===== src/source/spi_bus_pkg.sv =====
package spi_bus_pkg;

  localparam int NUM_CS = 3;

  typedef logic [2:0]        bus_addr_t;
  typedef logic [31:0]       bus_data_t;
  typedef logic [7:0]        spi_byte_t;
  typedef logic [NUM_CS-1:0] cs_t;         // active low

  localparam bus_addr_t ADDR_RX     = 3'd0; // write starts a read transfer
  localparam bus_addr_t ADDR_TX     = 3'd1; // write loads byte, starts a write
  localparam bus_addr_t ADDR_CS     = 3'd2;
  localparam bus_addr_t ADDR_MODE   = 3'd3; // wpol, wpha, rpol, rpha
  localparam bus_addr_t ADDR_MANUAL = 3'd4; // bit 1 sclk, bit 0 mosi
  localparam bus_addr_t ADDR_PINS   = 3'd5; // raw miso, read only

  // status word bits
  localparam int VALID_BIT = 8;
  localparam int DONE_BIT  = 8;
  localparam int BUSY_BIT  = 9;

  localparam int MODE_W = 4;

endpackage


===== src/source/spi_link_pkg.sv =====
package spi_link_pkg;

  // bit 1 is the sclk idle level, bit 0 the phase
  typedef logic [1:0] spi_mode_t;

  localparam int POL_BIT = 1;
  localparam int PHA_BIT = 0;

  typedef enum logic [1:0] {
    IDLE,
    FIRST_HALF,
    SECOND_HALF,
    FINISH
  } seq_state_t;

  localparam int HALF_CYCLES     = 4;  // clk cycles per sclk half
  localparam int HALVES_PER_BYTE = 16;

  typedef logic [1:0] half_cnt_t;
  typedef logic [3:0] bit_cnt_t;

endpackage


===== src/source/spi_ctrl_if.sv =====
`timescale 1ns/1ns

interface spi_ctrl_if;
  import spi_bus_pkg::*;
  import spi_link_pkg::*;

  logic      start_read;
  logic      start_write;
  spi_byte_t tx_byte;
  spi_mode_t read_mode;
  spi_mode_t write_mode;
  logic      busy;
  logic      done_read;
  logic      done_write;
  spi_byte_t rx_byte;   // from the shifter

  modport host (
    output start_read, start_write, tx_byte, read_mode, write_mode,
    input  busy, done_read, done_write, rx_byte
  );

  modport engine (
    input  start_read, start_write, read_mode, write_mode,
    output busy, done_read, done_write
  );

endinterface


===== src/source/spi_regs.sv =====
`timescale 1ns/1ns

module spi_regs (
  input  logic                            clk,
  input  logic                            reset_n,
  input  spi_bus_pkg::bus_addr_t          bus_address,
  input  logic                            bus_read,
  input  logic                            bus_write,
  input  spi_bus_pkg::bus_data_t          bus_writedata,
  output spi_bus_pkg::bus_data_t          bus_readdata,
  output spi_bus_pkg::cs_t                cs_n,
  output logic                            manual_mosi,
  output logic                            manual_sclk,
  output logic                            manual_load,
  input  logic [spi_bus_pkg::NUM_CS-1:0]  miso,
  spi_ctrl_if.host                        ctrl
);
  import spi_bus_pkg::*;

  logic [MODE_W-1:0] mode_q;
  logic [1:0]        manual_q;
  spi_byte_t         tx_q;
  spi_byte_t         rx_q;
  logic              valid_q;
  logic              done_q;
  logic              idle;
  logic              wr_rx;
  logic              wr_tx;

  // a pending start counts as busy
  assign idle  = !ctrl.busy && !ctrl.start_read && !ctrl.start_write;
  assign wr_rx = bus_write && bus_address == ADDR_RX;
  assign wr_tx = bus_write && bus_address == ADDR_TX;

  assign manual_load = bus_write && bus_address == ADDR_MANUAL && idle;
  assign manual_mosi = bus_writedata[0];
  assign manual_sclk = bus_writedata[1];

  assign ctrl.tx_byte    = tx_q;
  assign ctrl.write_mode = mode_q[3:2];
  assign ctrl.read_mode  = mode_q[1:0];

  always_ff @(posedge clk or negedge reset_n) begin
    if (!reset_n) begin
      cs_n             <= '1;
      mode_q           <= '0;
      manual_q         <= 2'b01;
      rx_q             <= '0;
      valid_q          <= 1'b0;
      done_q           <= 1'b0;
      ctrl.start_read  <= 1'b0;
      ctrl.start_write <= 1'b0;
    end else begin
      ctrl.start_read  <= wr_rx && idle;
      ctrl.start_write <= wr_tx && idle;
      if (bus_write && bus_address == ADDR_CS) cs_n <= bus_writedata[NUM_CS-1:0];
      if (bus_write && bus_address == ADDR_MODE) mode_q <= bus_writedata[MODE_W-1:0];
      if (manual_load) manual_q <= bus_writedata[1:0];
      // read clears, a new result wins
      if (bus_read && bus_address == ADDR_RX) valid_q <= 1'b0;
      if (bus_read && bus_address == ADDR_TX) done_q <= 1'b0;
      if (ctrl.done_read) begin
        valid_q <= 1'b1;
        rx_q    <= ctrl.rx_byte;
      end
      if (ctrl.done_write) done_q <= 1'b1;
    end
  end

  always_ff @(posedge clk) begin
    if (wr_tx && idle) tx_q <= bus_writedata[7:0];
  end

  always_comb begin
    bus_readdata = '0;
    case (bus_address)
      ADDR_RX: begin
        bus_readdata[7:0]       = rx_q;
        bus_readdata[VALID_BIT] = valid_q;
        bus_readdata[BUSY_BIT]  = ctrl.busy;
      end
      ADDR_TX: begin
        bus_readdata[DONE_BIT] = done_q;
        bus_readdata[BUSY_BIT] = ctrl.busy;
      end
      ADDR_CS:     bus_readdata[NUM_CS-1:0] = cs_n;
      ADDR_MODE:   bus_readdata[MODE_W-1:0] = mode_q;
      ADDR_MANUAL: bus_readdata[1:0]        = manual_q;
      ADDR_PINS:   bus_readdata[NUM_CS-1:0] = miso;
      default:     bus_readdata = '0;
    endcase
  end

endmodule


===== src/source/spi_sequencer.sv =====
`timescale 1ns/1ns

module spi_sequencer (
  input  logic       clk,
  input  logic       reset_n,
  spi_ctrl_if.engine ctrl,
  input  logic       half_end,
  input  logic       byte_end,
  output logic       timer_run,
  output logic       sclk_level,
  output logic       drive_bit,
  output logic       sample_bit,
  output logic       reading
);
  import spi_link_pkg::*;

  seq_state_t state;
  seq_state_t state_next;
  seq_state_t prev_state;
  spi_mode_t  mode_q;
  logic       is_read;
  logic       half_first;
  logic       at_first;
  logic       at_second;
  logic       at_trail;

  always_comb begin
    state_next = state;
    case (state)
      IDLE:        if (ctrl.start_read || ctrl.start_write) state_next = FIRST_HALF;
      FIRST_HALF:  if (half_end) state_next = SECOND_HALF;
      SECOND_HALF: if (half_end) state_next = byte_end ? FINISH : FIRST_HALF;
      FINISH:      state_next = IDLE;
      default:     state_next = IDLE;
    endcase
  end

  always_ff @(posedge clk or negedge reset_n) begin
    if (!reset_n) begin
      state      <= IDLE;
      prev_state <= IDLE;
      mode_q     <= '0;
      is_read    <= 1'b0;
    end else begin
      state      <= state_next;
      prev_state <= state;
      if (state == IDLE && (ctrl.start_read || ctrl.start_write)) begin
        is_read <= ctrl.start_read;
        mode_q  <= ctrl.start_read ? ctrl.read_mode : ctrl.write_mode;
      end
    end
  end

  // first cycle of each half
  assign half_first = state != prev_state;
  assign at_first   = half_first && state == FIRST_HALF;
  assign at_second  = half_first && state == SECOND_HALF;
  assign at_trail   = half_first && (state == FINISH ||
                      (state == FIRST_HALF && prev_state == SECOND_HALF));

  assign drive_bit  = !is_read && (mode_q[PHA_BIT] ? at_second : at_first);
  assign sample_bit = is_read && (mode_q[PHA_BIT] ? at_trail : at_second);

  // holds the last polarity while idle
  assign sclk_level = (state == SECOND_HALF) ? !mode_q[POL_BIT] : mode_q[POL_BIT];
  assign timer_run  = state == FIRST_HALF || state == SECOND_HALF;
  assign reading    = is_read && state != IDLE;

  assign ctrl.busy       = state != IDLE;
  assign ctrl.done_read  = state == FINISH && is_read;
  assign ctrl.done_write = state == FINISH && !is_read;

endmodule


===== src/source/spi_bit_timer.sv =====
`timescale 1ns/1ns

module spi_bit_timer (
  input  logic clk,
  input  logic reset_n,
  input  logic run,
  output logic half_end,
  output logic byte_end
);
  import spi_link_pkg::*;

  half_cnt_t half_cnt;
  bit_cnt_t  bit_cnt;  // halves done in this byte

  assign half_end = run && half_cnt == half_cnt_t'(HALF_CYCLES - 1);
  assign byte_end = half_end && bit_cnt == bit_cnt_t'(HALVES_PER_BYTE - 1);

  always_ff @(posedge clk or negedge reset_n) begin
    if (!reset_n) begin
      half_cnt <= '0;
      bit_cnt  <= '0;
    end else if (!run) begin
      half_cnt <= '0;
      bit_cnt  <= '0;
    end else if (half_end) begin
      half_cnt <= '0;
      bit_cnt  <= bit_cnt + 1'b1;
    end else begin
      half_cnt <= half_cnt + 1'b1;
    end
  end

endmodule


===== src/source/spi_shifter.sv =====
`timescale 1ns/1ns

module spi_shifter (
  input  logic                           clk,
  input  logic                           reset_n,
  input  logic                           load_tx,
  input  spi_bus_pkg::spi_byte_t         tx_byte,
  input  logic                           drive_bit,
  input  logic                           sample_bit,
  input  logic                           reading,
  input  logic                           sclk_level,
  input  logic                           manual_load,
  input  logic                           manual_mosi,
  input  logic                           manual_sclk,
  input  spi_bus_pkg::cs_t               cs_n,
  input  logic [spi_bus_pkg::NUM_CS-1:0] miso,
  output spi_bus_pkg::spi_byte_t         rx_byte,
  output logic                           mosi,
  output logic                           sclk
);
  import spi_bus_pkg::*;

  spi_byte_t tx_sr;
  spi_byte_t rx_sr;
  logic      miso_bit;
  logic      reading_q;
  logic      manual_hold;  // pins keep the manual levels
  logic      xfer_start;

  // lowest numbered select wins
  always_comb begin
    miso_bit = 1'b0;
    for (int i = NUM_CS - 1; i >= 0; i--) begin
      if (!cs_n[i]) miso_bit = miso[i];
    end
  end

  // last sample can land on the done cycle
  assign rx_byte    = sample_bit ? {rx_sr[6:0], miso_bit} : rx_sr;
  assign xfer_start = load_tx || (reading && !reading_q);

  always_ff @(posedge clk or negedge reset_n) begin
    if (!reset_n) begin
      mosi        <= 1'b1;
      sclk        <= 1'b0;
      reading_q   <= 1'b0;
      manual_hold <= 1'b0;
    end else begin
      reading_q <= reading;
      if (manual_load) begin
        mosi        <= manual_mosi;
        sclk        <= manual_sclk;
        manual_hold <= 1'b1;
      end else begin
        if (xfer_start) manual_hold <= 1'b0;
        if (!manual_hold || xfer_start) sclk <= sclk_level;
        if (reading) mosi <= 1'b1;
        else if (drive_bit) mosi <= tx_sr[7];  // msb first
      end
    end
  end

  always_ff @(posedge clk) begin
    if (load_tx) tx_sr <= tx_byte;
    else if (drive_bit) tx_sr <= {tx_sr[6:0], 1'b0};
    if (sample_bit) rx_sr <= {rx_sr[6:0], miso_bit};
  end

endmodule


===== src/source/spi_master_top.sv =====
`timescale 1ns/1ns

module spi_master_top (
  input  logic                           clk,
  input  logic                           reset_n,
  input  spi_bus_pkg::bus_addr_t         bus_address,
  input  logic                           bus_read,
  input  logic                           bus_write,
  input  spi_bus_pkg::bus_data_t         bus_writedata,
  output spi_bus_pkg::bus_data_t         bus_readdata,
  input  logic [spi_bus_pkg::NUM_CS-1:0] miso,
  output logic                           mosi,
  output logic                           sclk,
  output spi_bus_pkg::cs_t               cs_n
);

  logic manual_mosi;
  logic manual_sclk;
  logic manual_load;
  logic half_end;
  logic byte_end;
  logic timer_run;
  logic sclk_level;
  logic drive_bit;
  logic sample_bit;
  logic reading;

  spi_ctrl_if ctrl ();

  spi_regs regs_i (
    .clk           (clk),
    .reset_n       (reset_n),
    .bus_address   (bus_address),
    .bus_read      (bus_read),
    .bus_write     (bus_write),
    .bus_writedata (bus_writedata),
    .bus_readdata  (bus_readdata),
    .cs_n          (cs_n),
    .manual_mosi   (manual_mosi),
    .manual_sclk   (manual_sclk),
    .manual_load   (manual_load),
    .miso          (miso),
    .ctrl          (ctrl.host)
  );

  spi_sequencer seq_i (
    .clk        (clk),
    .reset_n    (reset_n),
    .ctrl       (ctrl.engine),
    .half_end   (half_end),
    .byte_end   (byte_end),
    .timer_run  (timer_run),
    .sclk_level (sclk_level),
    .drive_bit  (drive_bit),
    .sample_bit (sample_bit),
    .reading    (reading)
  );

  spi_bit_timer timer_i (
    .clk      (clk),
    .reset_n  (reset_n),
    .run      (timer_run),
    .half_end (half_end),
    .byte_end (byte_end)
  );

  spi_shifter shifter_i (
    .clk         (clk),
    .reset_n     (reset_n),
    .load_tx     (ctrl.start_write),
    .tx_byte     (ctrl.tx_byte),
    .drive_bit   (drive_bit),
    .sample_bit  (sample_bit),
    .reading     (reading),
    .sclk_level  (sclk_level),
    .manual_load (manual_load),
    .manual_mosi (manual_mosi),
    .manual_sclk (manual_sclk),
    .cs_n        (cs_n),
    .miso        (miso),
    .rx_byte     (ctrl.rx_byte),  // received byte onto the link
    .mosi        (mosi),
    .sclk        (sclk)
  );

endmodule


===== config.mk =====
export PLATFORM = sky130hd
export DESIGN_NAME = spi_master_top
export DESIGN_NICKNAME = d
export VERILOG_FILES = /design/src/source/spi_bus_pkg.sv /design/src/source/spi_link_pkg.sv /design/src/source/spi_ctrl_if.sv /design/src/source/spi_regs.sv /design/src/source/spi_sequencer.sv /design/src/source/spi_bit_timer.sv /design/src/source/spi_shifter.sv /design/src/source/spi_master_top.sv
export SDC_FILE = /design/constraint.sdc
export NUM_CORES = 1
export LEC_CHECK = 0
export BUFFER_PORTS_ARGS = -buffer_cell sky130_fd_sc_hd__buf_2
export CORE_MARGIN = 3
export CORE_UTILIZATION = 30
export CTS_BUF_LIST = sky130_fd_sc_hd__clkbuf_16
export DETAILED_ROUTE_END_ITERATION = 7
export PLACE_DENSITY_LB_ADDON = 0.25
export SKIP_CTS_REPAIR_TIMING = 1
export SYNTH_ARGS = -nofsm -noshare
export SYNTH_HDL_FRONTEND = slang
export SYNTH_HIERARCHICAL = 1
export SYNTH_SLANG_ARGS = --single-unit

===== constraint.sdc =====
create_clock -name clk -period 3.5 [get_ports clk]
set_clock_uncertainty 0.15 [all_clocks]
set_input_delay 0.175 -clock clk [delete_from_list [all_inputs] [get_ports clk]]
set_output_delay 0.175 -clock clk [all_outputs]
set_load 0.01 [all_outputs]

==> reports/metrics.csv <==
stage;metric;value;unit
clock_network;clk slew on worst S/H paths;0.05;ns
synthesis;Mean Syn Cell Area;12.4;µm²
routing;Via-to-Cell Ratio;4.38;
finish;Fillers;941;
timing;minimum clock period;2.78;ns
place;Port Buffers;32;
critical_path;slowest CP cell;or4b_4;
place;pre-CTS WS;0.730;ns
clock_network;CTS tree;built;
power;P_leak;1.62;nW
timing;RSZ-0062 raised after global routing;no;
floorplan;die height;106;µm
critical_path;CP Cell Sequence;inv_1 -> ha_1 -> inv_1 -> or4b_4 -> or4b_4 -> inv_1 -> nor2b_1 -> nand4_1 -> nand3_1;
worst_hold_path;hold-critical path depth;3;
run;max_cap viols;0;
synthesis;EDFF count, synth;16;
floorplan;die width;106;µm
place;placed cells;394;
worst_hold_path;worst hold-check path type;in -> reg;
timing;PnR worst setup slack;0.723;ns
timing;setup violators final;0;
finish;Antenna Diode Count;0;
synthesis;Syn Inst Count;241;
finish;layout cell share with drive strength beyond 1;0.341;
finish;most frequent cells in the layout;dfrtp_1 (33), buf_2 (32), mux2_2 (32);
timing;slew at the pin with the worst max-slew slack;0.865;ns
global_routing;initial antenna violation count;0;
floorplan;Starting Density;0.316;
place;RD Place Congestion;0.739;
synthesis;Warnings, synthesis;6;
worst_hold_path;Hold Startpoint;bus_read;
timing;Final period util;0.793;
timing;f_max;0.360;GHz
place;Final HPWL DP;3.94;mm
clock_network;worst skew pair latency;0.32;ns
synthesis;mapped cell area;2990;µm²
timing;max_slew headroom;0.423;
critical_path;R2R Setup Slk;0.72;ns
routing;Remaining DRCs;0;
clock_network;Num CTS Buffers;9;
routing;WL per Instance;13.6;µm
floorplan;num ports;79;
worst_hold_path;hold worst-path end;regs_i/valid_q;
synthesis;library cells used by synthesis;54;
global_routing;first-pass GRT wire length;9.13;mm
global_routing;vias in the first global route;1811;
critical_path;Worst path depth;9;
critical_path;Critical R2R Launch;seq_i/state[1];
routing;initial DRC count;78;
floorplan;die area;11200;µm²
clock_network;Sink Count;62;
global_routing;grt ovf;0;
critical_path;CP Launch Type;register;
clock_network;CTS root buffer;clkbuf_16;
finish;Final #Nets;333;
critical_path;delay of the slowest cell on the worst path;0.57;ns
critical_path;largest delay contributor family on the critical path;simple AND/OR/NAND/NOR gates;
critical_path;Crit Path Class;reg -> reg;
routing;wirelength, routed;5.69;mm
timing;Final Hold Fails;0;
critical_path;Worst Path Arrival;2.83;ns
critical_path;critical path peak fanout;7;
floorplan;CORE AREA;9460;µm²
clock_network;H-tree depth;3;
global_routing;Tot GR Track Use;0.103;
critical_path;CP endpoint kind;register;
routing;ANT nets after route;0;
global_routing;pin count of the biggest net entering global routing;39;
routing;total number of vias;1835;
critical_path;reg2reg end;shifter_i/sclk;
status;status;finished, final reports clean;
critical_path;Worst EP required;3.55;ns
critical_path;WP buf/inv;3;
timing;fin. max-slew vios;0;
synthesis;Seq/Total Area, Yosys;0.534;
finish;commonest non-fill, non-tap cell in the layout;dfrtp_1;
floorplan;num rows;35;
synthesis;main flop type after synthesis;dfrtp_1;
finish;synth-to-layout area growth;21.1;%
timing;setup_tns;0;ns
clock_network;clk buf depth;2;
finish;final cell count without fillers;419;
critical_path;Top cell by count, worst path;inv_1;
synthesis;post-synthesis async set-or-reset flop share;0.613;
routing;Pre-antenna DRT Iters;4;
timing;final hold slack;0.00923;ns
synthesis;register bit total from synthesis;62;
power;Pwr Density;793;nW/µm²
power;PnR Total Power;2.87;mW
power;Peak VDD IR;302;µV
critical_path;Worst Reg2Reg Path Length in Cells;9;
## cell type report
class / count / area, µm² / share of cell area
multi-input cells: 161 / 1230 / 0.340
clock inverters: 7 / 113 / 0.0311
inverters: 8 / 30.0 / 0.00829
well taps: 129 / 161 / 0.0446
flip-flops and latches: 62 / 1600 / 0.441
repair buffers: 43 / 265 / 0.0732
clock buffers: 9 / 225 / 0.0622
## kinds of logic after synthesis
logic type      share of synthesized area
compound gates                     0.0678
buf+inv                            0.0832
fa+ha+maj                          0.0251
flops                               0.534
mux                                 0.151
xor+xnor                           0.0117
simple gates                        0.126
other cells                       0.00125
## state kept, by name, indices dropped and copies added, names as in the netlist, 2 cells and up
name                 flops
regs_i/cs_n              3
regs_i/ctrl.tx_byte      8
regs_i/manual_q          2
regs_i/mode_q            4
regs_i/rx_q              8
seq_i/mode_q             2
seq_i/prev_state         2
seq_i/state              2
shifter_i/rx_sr          8
shifter_i/tx_sr          8
timer_i/bit_cnt          4
timer_i/half_cnt         2
## worst reg2reg max path, stage by stage (launching register included)
cell and delay (ns):
dfrtp_1 0.46, inv_1 0.11, ha_1 0.28, inv_1 0.11
or4b_4 0.56, or4b_4 0.57, inv_1 0.18, nor2b_1 0.07
nand4_1 0.09, nand3_1 0.08
## layer usage
metal / vias to the layer above / wire, µm / global-route usage
met2: 47 / 2560 / 0.150
met3: 5 / 308 / 0.0361
met1: 878 / 2790 / 0.142
met4: 0 / 44 / 0.0370
li1: 905 / - / -
met5: - / 0 / 0
## power breakdown
| part | total [mW] | leakage [nW] | switching [mW] | internal (mW) |
|---|---|---|---|---|
| clock | 0.996 | 0.167 | 0.305 | 0.691 |
| sequential | 1.13 | 0.692 | 0.140 | 0.991 |
| combinational | 0.745 | 0.760 | 0.360 | 0.385 |
| total | 2.87 | 1.62 | 0.805 | 2.07 |
## worst max path at each step
stage,start,to
4_1_cts,seq_i/state[0],shifter_i/sclk
3_5_place_dp,seq_i/state[1],shifter_i/sclk
5_1_grt,seq_i/state[0],shifter_i/sclk
3_3_place_gp,seq_i/state[0],shifter_i/sclk
6_report,seq_i/state[1],shifter_i/sclk
2_1_floorplan,seq_i/state[0],regs_i/ctrl.tx_byte[0]
## per-stage QoR
step,utilization,area (µm²)
5_1_grt,0.383,3620
6_report,0.383,3620
3_5_place_dp,0.338,3190
3_3_place_gp,0.338,3190
2_1_floorplan,-,3070
4_1_cts,0.373,3530
## synthesized netlist by cell type (2+ instances only)
cell / count / area, µm²
and2_1: 6 / 37.5
dfrtp_1: 33 / 826
dfstp_2: 5 / 131
and2_4: 2 / 17.5
nand3_1: 4 / 20.0
buf_4: 25 / 188
a21oi_1: 2 / 10.0
clkbuf_1: 2 / 7.51
edfxtp_1: 16 / 480
nor2b_1: 8 / 50.1
a31oi_1: 4 / 25.0
nor3b_1: 4 / 30.0
buf_1: 2 / 7.51
nand2_1: 10 / 37.5
mux2_4: 2 / 30.0
ha_1: 6 / 75.1
o21ai_0: 5 / 25.0
dfxtp_1: 8 / 160
inv_1: 8 / 30.0
and2_2: 2 / 15.0
a22oi_1: 2 / 15.0
mux2_2: 32 / 360
mux2i_1: 6 / 60.1
nand4_1: 2 / 12.5
nand2b_1: 3 / 18.8
or4b_4: 2 / 27.5
xor2_1: 4 / 35.0
nor2_1: 6 / 22.5
nor3_1: 3 / 15.0
a21o_1: 2 / 15.0
nand3b_1: 2 / 15.0
Power figures use the tool's default switching activity.
